<file path="src/common/priv_config.svh">
// Build options for the machine-mode privilege unit
// Hart id, floating-point CSR option and trap vector reset base

`ifndef PRIV_CONFIG_SVH
`define PRIV_CONFIG_SVH

// Value returned by mhartid
`define PRIV_HARTID 32'h0000_0000

// Floating-point status CSRs
// 1 builds the fflags/frm/fcsr block and sets misa.F, 0 leaves both out
`define PRIV_FPU_CSR 1

// mtvec after reset
// Low two bits are the mode, so 0 here also means direct mode
`define PRIV_MTVEC_RESET 32'h0000_0000

`endif

</file>
<file path="src/common/priv_pkg.sv">
// Shared types and constants of the machine-mode privilege unit
// CSR words, privilege levels, mtvec modes, CSR map, cause codes, misa bits

package priv_pkg;

  typedef logic [31:0] csr_word_t;
  typedef logic [11:0] csr_addr_t;
  typedef logic [63:0] long_csr_t;
  typedef logic [31:0] cause_t;   // Bit 31 set for interrupts

  typedef enum logic [1:0] {
    U_MODE = 2'd0,
    M_MODE = 2'd3
  } priv_level_t;

  typedef enum logic [1:0] {
    DIRECT   = 2'd0,
    VECTORED = 2'd1
  } vector_mode_t;

  // Machine information
  localparam csr_addr_t MVENDORID_ADDR      = 12'hF11;
  localparam csr_addr_t MARCHID_ADDR        = 12'hF12;
  localparam csr_addr_t MIMPID_ADDR         = 12'hF13;
  localparam csr_addr_t MHARTID_ADDR        = 12'hF14;

  // Trap setup
  localparam csr_addr_t MSTATUS_ADDR        = 12'h300;
  localparam csr_addr_t MISA_ADDR           = 12'h301;
  localparam csr_addr_t MIE_ADDR            = 12'h304;
  localparam csr_addr_t MTVEC_ADDR          = 12'h305;
  localparam csr_addr_t MCOUNTEREN_ADDR     = 12'h306;
  localparam csr_addr_t MCOUNTINHIBIT_ADDR  = 12'h320;

  // Trap handling
  localparam csr_addr_t MSCRATCH_ADDR       = 12'h340;
  localparam csr_addr_t MEPC_ADDR           = 12'h341;
  localparam csr_addr_t MCAUSE_ADDR         = 12'h342;
  localparam csr_addr_t MTVAL_ADDR          = 12'h343;
  localparam csr_addr_t MIP_ADDR            = 12'h344;

  // Counters
  localparam csr_addr_t MCYCLE_ADDR         = 12'hB00;
  localparam csr_addr_t MINSTRET_ADDR       = 12'hB02;
  localparam csr_addr_t MCYCLEH_ADDR        = 12'hB80;
  localparam csr_addr_t MINSTRETH_ADDR      = 12'hB82;

  // Floating-point status, served by the extension
  localparam csr_addr_t FFLAGS_ADDR         = 12'h001;
  localparam csr_addr_t FRM_ADDR            = 12'h002;
  localparam csr_addr_t FCSR_ADDR           = 12'h003;

  // Interrupt cause codes, also the bit positions in mie and mip
  localparam cause_t IRQ_M_SOFT  = 32'd3;
  localparam cause_t IRQ_M_TIMER = 32'd7;
  localparam cause_t IRQ_M_EXT   = 32'd11;

  // misa fields
  localparam logic [1:0]  BASE_RV32  = 2'b01;
  localparam logic [25:0] MISA_EXT_F = 26'h000_0020;   // Bit 5
  localparam logic [25:0] MISA_EXT_I = 26'h000_0100;   // Bit 8

endpackage

</file>
<file path="src/priv/priv_csr.sv">
// Machine CSR file
// Holds the machine registers and 64-bit counters, forms write, set and
// clear results, legalizes WARL fields and checks access privilege.
// Addresses it does not own go out on the extension broadcast

`include "priv_config.svh"

module priv_csr (
  input  logic                  CLK,
  input  logic                  nRST,
  input  priv_pkg::csr_addr_t   csr_addr,
  input  logic                  csr_write,
  input  logic                  csr_set,
  input  logic                  csr_clear,
  input  logic                  valid_write,
  input  priv_pkg::csr_word_t   new_csr_val,
  input  logic                  inst_ret,
  input  priv_pkg::priv_level_t curr_priv,
  input  logic                  inject_trap,
  input  logic                  inject_mret,
  input  priv_pkg::csr_word_t   next_mstatus,
  input  priv_pkg::csr_word_t   next_mepc,
  input  priv_pkg::csr_word_t   next_mcause,
  input  priv_pkg::csr_word_t   next_mtval,
  input  priv_pkg::csr_word_t   curr_mip_in,
  input  logic                  ext_ack,
  input  priv_pkg::csr_word_t   ext_value_out,
  input  logic                  ext_invalid,
  output priv_pkg::csr_word_t   old_csr_val,
  output logic                  invalid_csr,
  output priv_pkg::csr_word_t   curr_mstatus,
  output priv_pkg::csr_word_t   curr_mie,
  output priv_pkg::csr_word_t   curr_mtvec,
  output priv_pkg::csr_word_t   curr_mepc,
  output priv_pkg::csr_addr_t   ext_csr_addr,
  output priv_pkg::csr_word_t   ext_value_in,
  output logic                  ext_csr_active
);

  import priv_pkg::*;

  localparam csr_word_t MSTATUS_BITS = 32'h0000_1888;   // mpp, mpie, mie
  localparam csr_word_t IRQ_BITS     = (32'd1 << IRQ_M_SOFT) |
                                       (32'd1 << IRQ_M_TIMER) |
                                       (32'd1 << IRQ_M_EXT);

  csr_word_t mstatus_q, mstatus_d;
  csr_word_t mie_q, mie_d;
  csr_word_t mip_q;
  csr_word_t mtvec_q, mtvec_d;
  csr_word_t mscratch_q, mscratch_d;
  csr_word_t mepc_q, mepc_d;
  csr_word_t mcause_q, mcause_d;
  csr_word_t mtval_q, mtval_d;
  csr_word_t mcounteren_q, mcounteren_d;
  csr_word_t mcountinhibit_q, mcountinhibit_d;
  long_csr_t cycle_q, cycle_d;
  long_csr_t instret_q, instret_d;
  csr_word_t misa;
  csr_word_t nxt_csr_val;
  logic      csr_op;
  logic      priv_fault;
  logic      do_write;
  logic      csr_hit;

  assign misa = {BASE_RV32, 4'b0000,
                 MISA_EXT_I | ((`PRIV_FPU_CSR != 0) ? MISA_EXT_F : 26'd0)};

  assign csr_op     = csr_write | csr_set | csr_clear;
  // Machine addresses have bits 9:8 both set
  assign priv_fault = csr_op & (&csr_addr[9:8]) & (curr_priv != M_MODE);
  assign do_write   = valid_write & csr_op & ~priv_fault;

  assign invalid_csr = priv_fault | (csr_op & ~csr_hit & ~ext_ack) | ext_invalid;

  // Extension broadcast
  assign ext_csr_addr   = csr_addr;
  assign ext_value_in   = nxt_csr_val;
  assign ext_csr_active = valid_write & csr_op;

  always_comb begin
    if (csr_set)
      nxt_csr_val = old_csr_val | new_csr_val;
    else if (csr_clear)
      nxt_csr_val = old_csr_val & ~new_csr_val;
    else
      nxt_csr_val = new_csr_val;
  end

  // Software writes, then trap and mret updates on top
  always_comb begin
    mstatus_d       = mstatus_q;
    mie_d           = mie_q;
    mtvec_d         = mtvec_q;
    mscratch_d      = mscratch_q;
    mepc_d          = mepc_q;
    mcause_d        = mcause_q;
    mtval_d         = mtval_q;
    mcounteren_d    = mcounteren_q;
    mcountinhibit_d = mcountinhibit_q;

    if (do_write) begin
      case (csr_addr)
        MSTATUS_ADDR: begin
          mstatus_d = nxt_csr_val & MSTATUS_BITS;
          // No S mode here, so anything but M folds to U
          mstatus_d[12:11] = (nxt_csr_val[12:11] == M_MODE) ? M_MODE : U_MODE;
        end
        MTVEC_ADDR: begin
          mtvec_d = nxt_csr_val;
          if (nxt_csr_val[1:0] > VECTORED)
            mtvec_d[1:0] = DIRECT;
        end
        MIE_ADDR:           mie_d = nxt_csr_val & IRQ_BITS;
        MSCRATCH_ADDR:      mscratch_d = nxt_csr_val;
        MEPC_ADDR:          mepc_d = nxt_csr_val;
        MCAUSE_ADDR:        mcause_d = nxt_csr_val;
        MTVAL_ADDR:         mtval_d = nxt_csr_val;
        MCOUNTEREN_ADDR:    mcounteren_d = nxt_csr_val & 32'h0000_0007;
        MCOUNTINHIBIT_ADDR: mcountinhibit_d = nxt_csr_val & 32'h0000_0005;
        default: ;
      endcase
    end

    if (inject_trap) begin
      mstatus_d = next_mstatus;
      mepc_d    = next_mepc;
      mcause_d  = next_mcause;
      mtval_d   = next_mtval;
    end else if (inject_mret) begin
      mstatus_d = next_mstatus;
    end
  end

  always_comb begin
    cycle_d   = cycle_q;
    instret_d = instret_q;
    if (mcounteren_q[0] && !mcountinhibit_q[0])
      cycle_d = cycle_q + 64'd1;
    if (mcounteren_q[2] && !mcountinhibit_q[2])
      instret_d = instret_q + {63'd0, inst_ret};
    if (do_write) begin   // A write beats the increment
      case (csr_addr)
        MCYCLE_ADDR:    cycle_d[31:0]    = nxt_csr_val;
        MCYCLEH_ADDR:   cycle_d[63:32]   = nxt_csr_val;
        MINSTRET_ADDR:  instret_d[31:0]  = nxt_csr_val;
        MINSTRETH_ADDR: instret_d[63:32] = nxt_csr_val;
        default: ;
      endcase
    end
  end

  always_ff @(posedge CLK, negedge nRST) begin
    if (!nRST) begin
      mstatus_q       <= 32'h0000_1800;   // mpp = M, interrupts off
      mie_q           <= '0;
      mip_q           <= '0;
      mtvec_q         <= `PRIV_MTVEC_RESET;
      mcause_q        <= '0;
      mcounteren_q    <= 32'h0000_0007;
      mcountinhibit_q <= '0;
      cycle_q         <= '0;
      instret_q       <= '0;
    end else begin
      mstatus_q       <= mstatus_d;
      mie_q           <= mie_d;
      mip_q           <= curr_mip_in & IRQ_BITS;   // Software writes ignored
      mtvec_q         <= mtvec_d;
      mcause_q        <= mcause_d;
      mcounteren_q    <= mcounteren_d;
      mcountinhibit_q <= mcountinhibit_d;
      cycle_q         <= cycle_d;
      instret_q       <= instret_d;
    end
  end

  always_ff @(posedge CLK) begin
    mscratch_q <= mscratch_d;
    mepc_q     <= mepc_d;
    mtval_q    <= mtval_d;
  end

  // Read mux
  always_comb begin
    old_csr_val = '0;
    csr_hit     = 1'b1;
    case (csr_addr)
      MVENDORID_ADDR,
      MARCHID_ADDR,
      MIMPID_ADDR:        old_csr_val = '0;
      MHARTID_ADDR:       old_csr_val = `PRIV_HARTID;
      MSTATUS_ADDR:       old_csr_val = mstatus_q;
      MISA_ADDR:          old_csr_val = misa;
      MIE_ADDR:           old_csr_val = mie_q;
      MTVEC_ADDR:         old_csr_val = mtvec_q;
      MCOUNTEREN_ADDR:    old_csr_val = mcounteren_q;
      MCOUNTINHIBIT_ADDR: old_csr_val = mcountinhibit_q;
      MSCRATCH_ADDR:      old_csr_val = mscratch_q;
      MEPC_ADDR:          old_csr_val = mepc_q;
      MCAUSE_ADDR:        old_csr_val = mcause_q;
      MTVAL_ADDR:         old_csr_val = mtval_q;
      MIP_ADDR:           old_csr_val = mip_q;
      MCYCLE_ADDR:        old_csr_val = cycle_q[31:0];
      MCYCLEH_ADDR:       old_csr_val = cycle_q[63:32];
      MINSTRET_ADDR:      old_csr_val = instret_q[31:0];
      MINSTRETH_ADDR:     old_csr_val = instret_q[63:32];
      default: begin
        csr_hit = 1'b0;
        if (ext_ack)
          old_csr_val = ext_value_out;
      end
    endcase
  end

  assign curr_mstatus = mstatus_q;
  assign curr_mie     = mie_q;
  assign curr_mtvec   = mtvec_q;
  assign curr_mepc    = mepc_q;

endmodule

</file>
<file path="src/priv/priv_trap_ctrl.sv">
// Trap and interrupt controller
// Tracks the privilege level, arbitrates exception, mret and interrupts,
// and forms the single-cycle trap register updates and the fetch redirect

module priv_trap_ctrl (
  input  logic                  CLK,
  input  logic                  nRST,
  input  logic                  exception,
  input  priv_pkg::csr_word_t   ex_pc,
  input  priv_pkg::cause_t      ex_cause,
  input  priv_pkg::csr_word_t   ex_tval,
  input  logic                  mret,
  input  logic                  sw_irq,
  input  logic                  timer_irq,
  input  logic                  ext_irq,
  input  priv_pkg::csr_word_t   curr_mstatus,
  input  priv_pkg::csr_word_t   curr_mie,
  input  priv_pkg::csr_word_t   curr_mtvec,
  input  priv_pkg::csr_word_t   curr_mepc,
  output priv_pkg::priv_level_t curr_priv,
  output priv_pkg::csr_word_t   curr_mip_in,
  output logic                  inject_trap,
  output logic                  inject_mret,
  output priv_pkg::csr_word_t   next_mstatus,
  output priv_pkg::csr_word_t   next_mepc,
  output priv_pkg::csr_word_t   next_mcause,
  output priv_pkg::csr_word_t   next_mtval,
  output logic                  trap_taken,
  output logic                  mret_taken,
  output priv_pkg::csr_word_t   redirect_pc
);

  import priv_pkg::*;

  priv_level_t  priv_q, priv_d;
  csr_word_t    pending;
  cause_t       irq_code;
  logic         irq_valid;
  logic         irq_take;
  csr_word_t    mtvec_base;
  vector_mode_t mtvec_mode;

  assign curr_mip_in = (csr_word_t'(sw_irq) << IRQ_M_SOFT) |
                       (csr_word_t'(timer_irq) << IRQ_M_TIMER) |
                       (csr_word_t'(ext_irq) << IRQ_M_EXT);
  assign pending = curr_mip_in & curr_mie;

  // External first, then software, then timer
  always_comb begin
    irq_valid = curr_mstatus[3];
    irq_code  = IRQ_M_EXT;
    if (pending[IRQ_M_EXT])
      irq_code = IRQ_M_EXT;
    else if (pending[IRQ_M_SOFT])
      irq_code = IRQ_M_SOFT;
    else if (pending[IRQ_M_TIMER])
      irq_code = IRQ_M_TIMER;
    else
      irq_valid = 1'b0;
  end

  assign mret_taken  = mret & ~exception;
  assign irq_take    = irq_valid & ~exception & ~mret;
  assign trap_taken  = exception | irq_take;
  assign inject_trap = trap_taken;
  assign inject_mret = mret_taken;

  always_comb begin
    next_mstatus = curr_mstatus;
    if (mret_taken) begin
      next_mstatus[3]     = curr_mstatus[7];   // mie <- mpie
      next_mstatus[7]     = 1'b1;
      next_mstatus[12:11] = U_MODE;
    end else begin
      next_mstatus[7]     = curr_mstatus[3];   // mpie <- mie
      next_mstatus[3]     = 1'b0;
      next_mstatus[12:11] = priv_q;
    end
  end

  // Interrupts land on the PC of the request that would have gone next
  assign next_mepc   = ex_pc;
  assign next_mcause = exception ? ex_cause : {1'b1, irq_code[30:0]};
  assign next_mtval  = exception ? ex_tval : '0;

  assign mtvec_base = {curr_mtvec[31:2], 2'b00};
  assign mtvec_mode = vector_mode_t'(curr_mtvec[1:0]);

  always_comb begin
    if (mret_taken)
      redirect_pc = curr_mepc;
    else if (irq_take && mtvec_mode == VECTORED)
      redirect_pc = mtvec_base + (irq_code << 2);
    else
      redirect_pc = mtvec_base;
  end

  always_comb begin
    priv_d = priv_q;
    if (trap_taken)
      priv_d = M_MODE;
    else if (mret_taken)
      priv_d = priv_level_t'(curr_mstatus[12:11]);   // mpp holds only M or U
  end

  always_ff @(posedge CLK, negedge nRST) begin
    if (!nRST)
      priv_q <= M_MODE;
    else
      priv_q <= priv_d;
  end

  assign curr_priv = priv_q;

endmodule

</file>
<file path="src/priv/priv_fcsr_ext.sv">
// Floating-point status CSR extension
// Holds fflags and frm and serves fflags, frm and fcsr on the extension bus

module priv_fcsr_ext (
  input  logic                CLK,
  input  logic                nRST,
  input  priv_pkg::csr_addr_t ext_csr_addr,
  input  priv_pkg::csr_word_t ext_value_in,
  input  logic                ext_csr_active,
  output logic                ext_ack,
  output priv_pkg::csr_word_t ext_value_out,
  output logic                ext_invalid
);

  import priv_pkg::*;

  logic [4:0] fflags_q;
  logic [2:0] frm_q;
  logic [2:0] frm_new;
  logic       hit_fflags;
  logic       hit_frm;
  logic       hit_fcsr;
  logic       frm_bad;

  assign hit_fflags = (ext_csr_addr == FFLAGS_ADDR);
  assign hit_frm    = (ext_csr_addr == FRM_ADDR);
  assign hit_fcsr   = (ext_csr_addr == FCSR_ADDR);
  assign ext_ack    = hit_fflags | hit_frm | hit_fcsr;

  // fcsr carries frm in bits 7:5
  assign frm_new     = hit_fcsr ? ext_value_in[7:5] : ext_value_in[2:0];
  assign frm_bad     = (hit_frm | hit_fcsr) && (frm_new == 3'd5 || frm_new == 3'd6);
  assign ext_invalid = ext_csr_active & frm_bad;

  always_comb begin
    ext_value_out = '0;
    if (hit_fflags)
      ext_value_out[4:0] = fflags_q;
    else if (hit_frm)
      ext_value_out[2:0] = frm_q;
    else if (hit_fcsr)
      ext_value_out[7:0] = {frm_q, fflags_q};
  end

  always_ff @(posedge CLK, negedge nRST) begin
    if (!nRST) begin
      fflags_q <= '0;
      frm_q    <= '0;
    end else if (ext_csr_active && !frm_bad) begin   // Bad frm drops whole write
      if (hit_fflags || hit_fcsr)
        fflags_q <= ext_value_in[4:0];
      if (hit_frm || hit_fcsr)
        frm_q <= frm_new;
    end
  end

endmodule

</file>
<file path="src/design/priv_unit.sv">
// Machine-mode privilege unit
// CSR file, trap controller and the optional floating-point status CSRs

`include "priv_config.svh"

module priv_unit (
  input  logic                  CLK,
  input  logic                  nRST,
  input  priv_pkg::csr_addr_t   csr_addr,
  input  logic                  csr_write,
  input  logic                  csr_set,
  input  logic                  csr_clear,
  input  priv_pkg::csr_word_t   new_csr_val,
  input  logic                  valid_write,
  input  logic                  inst_ret,
  input  priv_pkg::csr_word_t   ex_pc,
  input  logic                  exception,
  input  priv_pkg::cause_t      ex_cause,
  input  priv_pkg::csr_word_t   ex_tval,
  input  logic                  mret,
  input  logic                  sw_irq,
  input  logic                  timer_irq,
  input  logic                  ext_irq,
  output priv_pkg::csr_word_t   old_csr_val,
  output logic                  invalid_csr,
  output logic                  trap_taken,
  output logic                  mret_taken,
  output priv_pkg::csr_word_t   redirect_pc,
  output priv_pkg::priv_level_t curr_priv
);

  import priv_pkg::*;

  logic      inject_trap, inject_mret;
  csr_word_t next_mstatus, next_mepc, next_mcause, next_mtval;
  csr_word_t curr_mip_in;
  csr_word_t curr_mstatus, curr_mie, curr_mtvec, curr_mepc;
  csr_addr_t ext_csr_addr;
  csr_word_t ext_value_in, ext_value_out;
  logic      ext_csr_active, ext_ack, ext_invalid;

  priv_csr csr_i (
    .CLK, .nRST,
    .csr_addr, .csr_write, .csr_set, .csr_clear, .valid_write, .new_csr_val,
    .inst_ret, .curr_priv,
    .inject_trap, .inject_mret,
    .next_mstatus, .next_mepc, .next_mcause, .next_mtval, .curr_mip_in,
    .ext_ack, .ext_value_out, .ext_invalid,
    .old_csr_val, .invalid_csr,
    .curr_mstatus, .curr_mie, .curr_mtvec, .curr_mepc,
    .ext_csr_addr, .ext_value_in, .ext_csr_active
  );

  priv_trap_ctrl trap_i (
    .CLK, .nRST,
    .exception, .ex_pc, .ex_cause, .ex_tval, .mret,
    .sw_irq, .timer_irq, .ext_irq,
    .curr_mstatus, .curr_mie, .curr_mtvec, .curr_mepc,
    .curr_priv, .curr_mip_in, .inject_trap, .inject_mret,
    .next_mstatus, .next_mepc, .next_mcause, .next_mtval,
    .trap_taken, .mret_taken, .redirect_pc
  );

  if (`PRIV_FPU_CSR != 0) begin : g_fcsr
    priv_fcsr_ext fcsr_i (
      .CLK, .nRST,
      .ext_csr_addr, .ext_value_in, .ext_csr_active,
      .ext_ack, .ext_value_out, .ext_invalid
    );
  end else begin : g_no_fcsr
    // No extension: every unknown address stays unknown
    assign ext_ack       = 1'b0;
    assign ext_invalid   = 1'b0;
    assign ext_value_out = '0;
  end

endmodule

</file>
<file path="config.mk">
export PLATFORM = sky130hd
export DESIGN_NAME = priv_unit
export DESIGN_NICKNAME = d
export VERILOG_FILES = /design/src/common/priv_pkg.sv /design/src/priv/priv_csr.sv /design/src/priv/priv_trap_ctrl.sv /design/src/priv/priv_fcsr_ext.sv /design/src/design/priv_unit.sv
export VERILOG_INCLUDE_DIRS = /design/src /design/src/common
export SDC_FILE = /design/constraint.sdc
export NUM_CORES = 1
export LEC_CHECK = 0
export BUFFER_PORTS_ARGS = -buffer_cell sky130_fd_sc_hd__buf_4
export CAP_MARGIN = 20
export CORE_MARGIN = 5
export CORE_UTILIZATION = 59
export CTS_BUF_LIST = sky130_fd_sc_hd__clkbuf_16
export DETAILED_ROUTE_END_ITERATION = 10
export PLACE_DENSITY = 0.81
export SYNTH_ARGS = -nofsm -noshare
export SYNTH_HDL_FRONTEND = slang
export SYNTH_SLANG_ARGS = --single-unit
</file>
<file path="constraint.sdc">
create_clock -name CLK -period 4.6 [get_ports CLK]
set_clock_uncertainty 0.15 [all_clocks]
set_input_delay 0.46 -clock CLK [delete_from_list [all_inputs] [get_ports CLK]]
set_output_delay 0.46 -clock CLK [all_outputs]
set_load 0.005 [all_outputs]
</file>
==> impl_results.md <==
* CTS tree: built
* Layout cells sized above 1 at 18.1%
* Synth Area in Simple Gates at 22.0%
* CP max stage delay at 540 ps
* Setup tns final at 0 ps
* Total track usage at 40.1%
* XOR/XNOR Fraction of Synth Area at 8.59%
* Number of global-route vias before repair at 18200
* Fmax at 0.228 GHz
* Main combinational cell family by area after synthesis: simple AND/OR/NAND/NOR gates
* Worst vdd ir at 0.249 mV
* Sequential share of the synthesized area at 44.8%
* Avg Cell Area, Syn at 8.99 um^2
* DRC violations left at 0
* Final setup vio count at 0
* Max-cap violations at 0
* Slowest-stage cell, CP: dlygate4sd3_1
* Synth area leader: dfrtp_1
* Finished Cell Area at 22000 um^2
* R2R Setup Slk at 1100 ps
* Most frequent CP cell: buf_4
* CP arrival at 3790 ps
* CTS clk-pin slew, worst paths at 60 ps
* Diodes inserted at 0
* CP Cell Sequence: dlygate4sd3_1 > buf_4 > a221oi_2 > ha_1 > o21a_1 > o21a_1 > o2111ai_1 > nor3_1 > buf_4 > nand3_1 > nor2_1 > xnor2_1 > o21ai_0 > buf_4
* Distinct cells, synth at 85
* Avg Vias per Cell at 6.68
* Gp weighted congestion at 1.00
* Die area at 35100 um^2
* Overflow left after global routing at 0
* Reg2reg start: csr_i.mcounteren_q[0]$_DFFE_PN1P_
* Largest net degree at the start of global routing at 105
* Multiplexer share of the synthesized area at 2.48%
* Top FF cell, synth: dfrtp_1
* Fin nets at 2430
* Post-synth ARST share at 69.3%
* Min Hold Slack at 29.3 ps
* Slew HR at 28.0%
* Core Box Area at 31300 um^2
* Hold Path Origin: ex_pc[25]
* Clock tree buffer depth at 3
* Boundary Pins at 221
* Root buffer cell: clkbuf_16
* Top cell type's share of synthesized area at 28.3%
* Layout Utilization at 70.3%
* FF-to-FF End: csr_i.cycle_q[63]$_DFF_PN0_
* Placed wire-length estimate at 52.7 mm
* Post-Syn Area at 18600 um^2
* Num CTS Buffers at 37
* First-pass GRT wire length at 109 mm
* Starting density of the core at 59.3%
* Layout area overhead at 18.7%
* CTS Sinks at 313
* Post-CTS setup buffers at 0
* Drt pass-1 iters at 6
* Status: finished, final reports clean
* Die W at 187 um
* Initial antenna violation count at 0
* Die Y at 187 um
* CP required at 3990 ps
* Nature of the critical path startpoint: input port
* CP Launch Point: sw_irq
* Worst-Skew Late Latency at 540 ps
* Wirelength, routed at 71.9 mm
* Slew Limit Fails at 0
* Area post-placement at 20800 um^2
* Syn_nets at 2222
* Most frequent cell after synthesis: nand2_1
* Min-Delay Endpoint: csr_i.curr_mepc[25]$_DFFE_PP_
* Kind of critical path: input port to output port
* Crit path time final at 4400 ps
* Synth Instances at 2064
* Tightest Hold Check Type: input port to flip-flop
* Cell Pwr Density at 299 nW/um^2
* Htree depth at 2
* Vias at 18100
* Synth area leaders: dfrtp_1 28%, edfxtp_1 16%, nand2_1 6.4%, xnor2_1 4.7%, nor2_1 4.0%
* ANT nets after route at 0
* Setup crit end kind: output port
* Initial DRC count at 2340
* RSZ-0062 raised after global routing: no
* Buf+Inv Stages, Crit Path at 4
* Top cells by count, synth: 315 x nand2_1, 210 x dfrtp_1, 200 x nor2_1, 129 x a21oi_1, 103 x o21ai_0
* Final worst-path cycle share at 95.6%
* Core Rows at 65
* Yosys warns at 0
* CP top delay family: compound AO/OA/AOI/OAI gates
* Post-synthesis adder-cell area fraction at 0.405%
* Routed wire per std cell at 26.6 um
* Crit path max fanout at 4
* Post-synthesis compound-gate area fraction at 17.3%
* Register bit total from synthesis at 313
* Port buffer count at 220
* Slew @ Worst Pin at 1080 ps
* Post-synth EDFFs at 96
* Worst R2R Path Depth at 9
* Hold Fails Final Rpt at 0
* Leakage at 9.50 nW
* Hold path depth at 3
-- worst max path at each step --
stage / slack (ps) / depth (start not counted) / endpoint
detailed placement: 610 / 12 / csr_i.mcause_q[19]$_DFFE_PN0P_
floorplan: 340 / 7 / csr_i.mscratch_q[0]$_DFFE_PP_
global placement: 750 / 13 / redirect_pc[31]
finish: 200 / 14 / redirect_pc[29]
global route: 20 / 14 / redirect_pc[29]
CTS: 80 / 14 / redirect_pc[31]
-- cells in the final DEF, fill, tap and decap left out, types with 38 or more instances in the layout --
cell type  synthesis  final
nand4_1           71     71
clkbuf_16          0     38
a22oi_1           68     68
a21oi_1          129    129
nand3_1           73     72
inv_1             52     60
nand2_1          315    313
o21ai_0          103    103
xnor2_1           99     99
nor2_1           200    199
and3_1            45     45
edfxtp_1          96     96
buf_4              2    288
xor2_1            83     83
dfrtp_1          210    210
-- registers in the layout, summed over array words and instances, names as in the netlist, 4 cells and up --
register,cells
csr_i.curr_mepc,32
csr_i.curr_mstatus,4
csr_i.curr_mtvec,32
csr_i.cycle_q,64
csr_i.instret_q,64
csr_i.mcause_q,32
csr_i.mscratch_q,32
csr_i.mtval_q,32
g_fcsr.fcsr_i.fflags_q,5
-- cell families (layout without fill, tap and decap cells) --
family	Yosys count	after routing
simple gates	846	846
buf+inv	182	419
fa+ha+maj	6	6
mux	37	37
xor+xnor	182	182
flops	313	313
compound gates	498	498
-- through the flow --
step                      setup WS, ps  std cells  total power, mW
after detailed placement           609       2631             3.79
after floorplan                    340       2064             3.40
final                              205       2703             6.59
after CTS                         75.1       2703             6.59
after global routing              18.0       2703             6.78
after global placement             748       2631             3.78
-- worst reg2reg max path, stage by stage (launching register included) --
cell     delay [ps]
dfstp_2         620
nor2b_1         490
and3b_1         360
nand4_1         340
nor4_1          340
buf_4           200
nand4_1         380
nor2_1          290
xnor2_1         140
mux2i_1          80
-- cell type report --
type / instances / area, um^2
multi-input cells: 1569 / 9530
fillers: 2449 / 9290
well taps: 402 / 503
clock buffers: 38 / 951
inverters: 54 / 203
flip-flops and latches: 313 / 8320
repair buffers: 297 / 2300
clock inverters: 30 / 220
-- power breakdown --
part	internal [mW]	switching, mW
sequential	2.99	0.0885
clock	1.62	1.20
combinational	0.259	0.422
total	4.88	1.71
-- metal layers --
layer / part of all wire, % / track usage (%) / up-vias
met1: 35 / 47.8 / 8580
li1: - / - / 7862
met2: 47 / 65.2 / 1263
met5: 0 / 0 / -
met4: 9.5 / 29.4 / 0
met3: 9.0 / 7.13 / 364
-- what timing repair did --
action	4_1_cts	5_1_grt
hold buffers	4	0
endpoints found under the hold margin	99	0
gates resized for setup	0	3
endpoints found under the setup margin	0	6
Note: power is estimated with default switching activity, not from simulation.
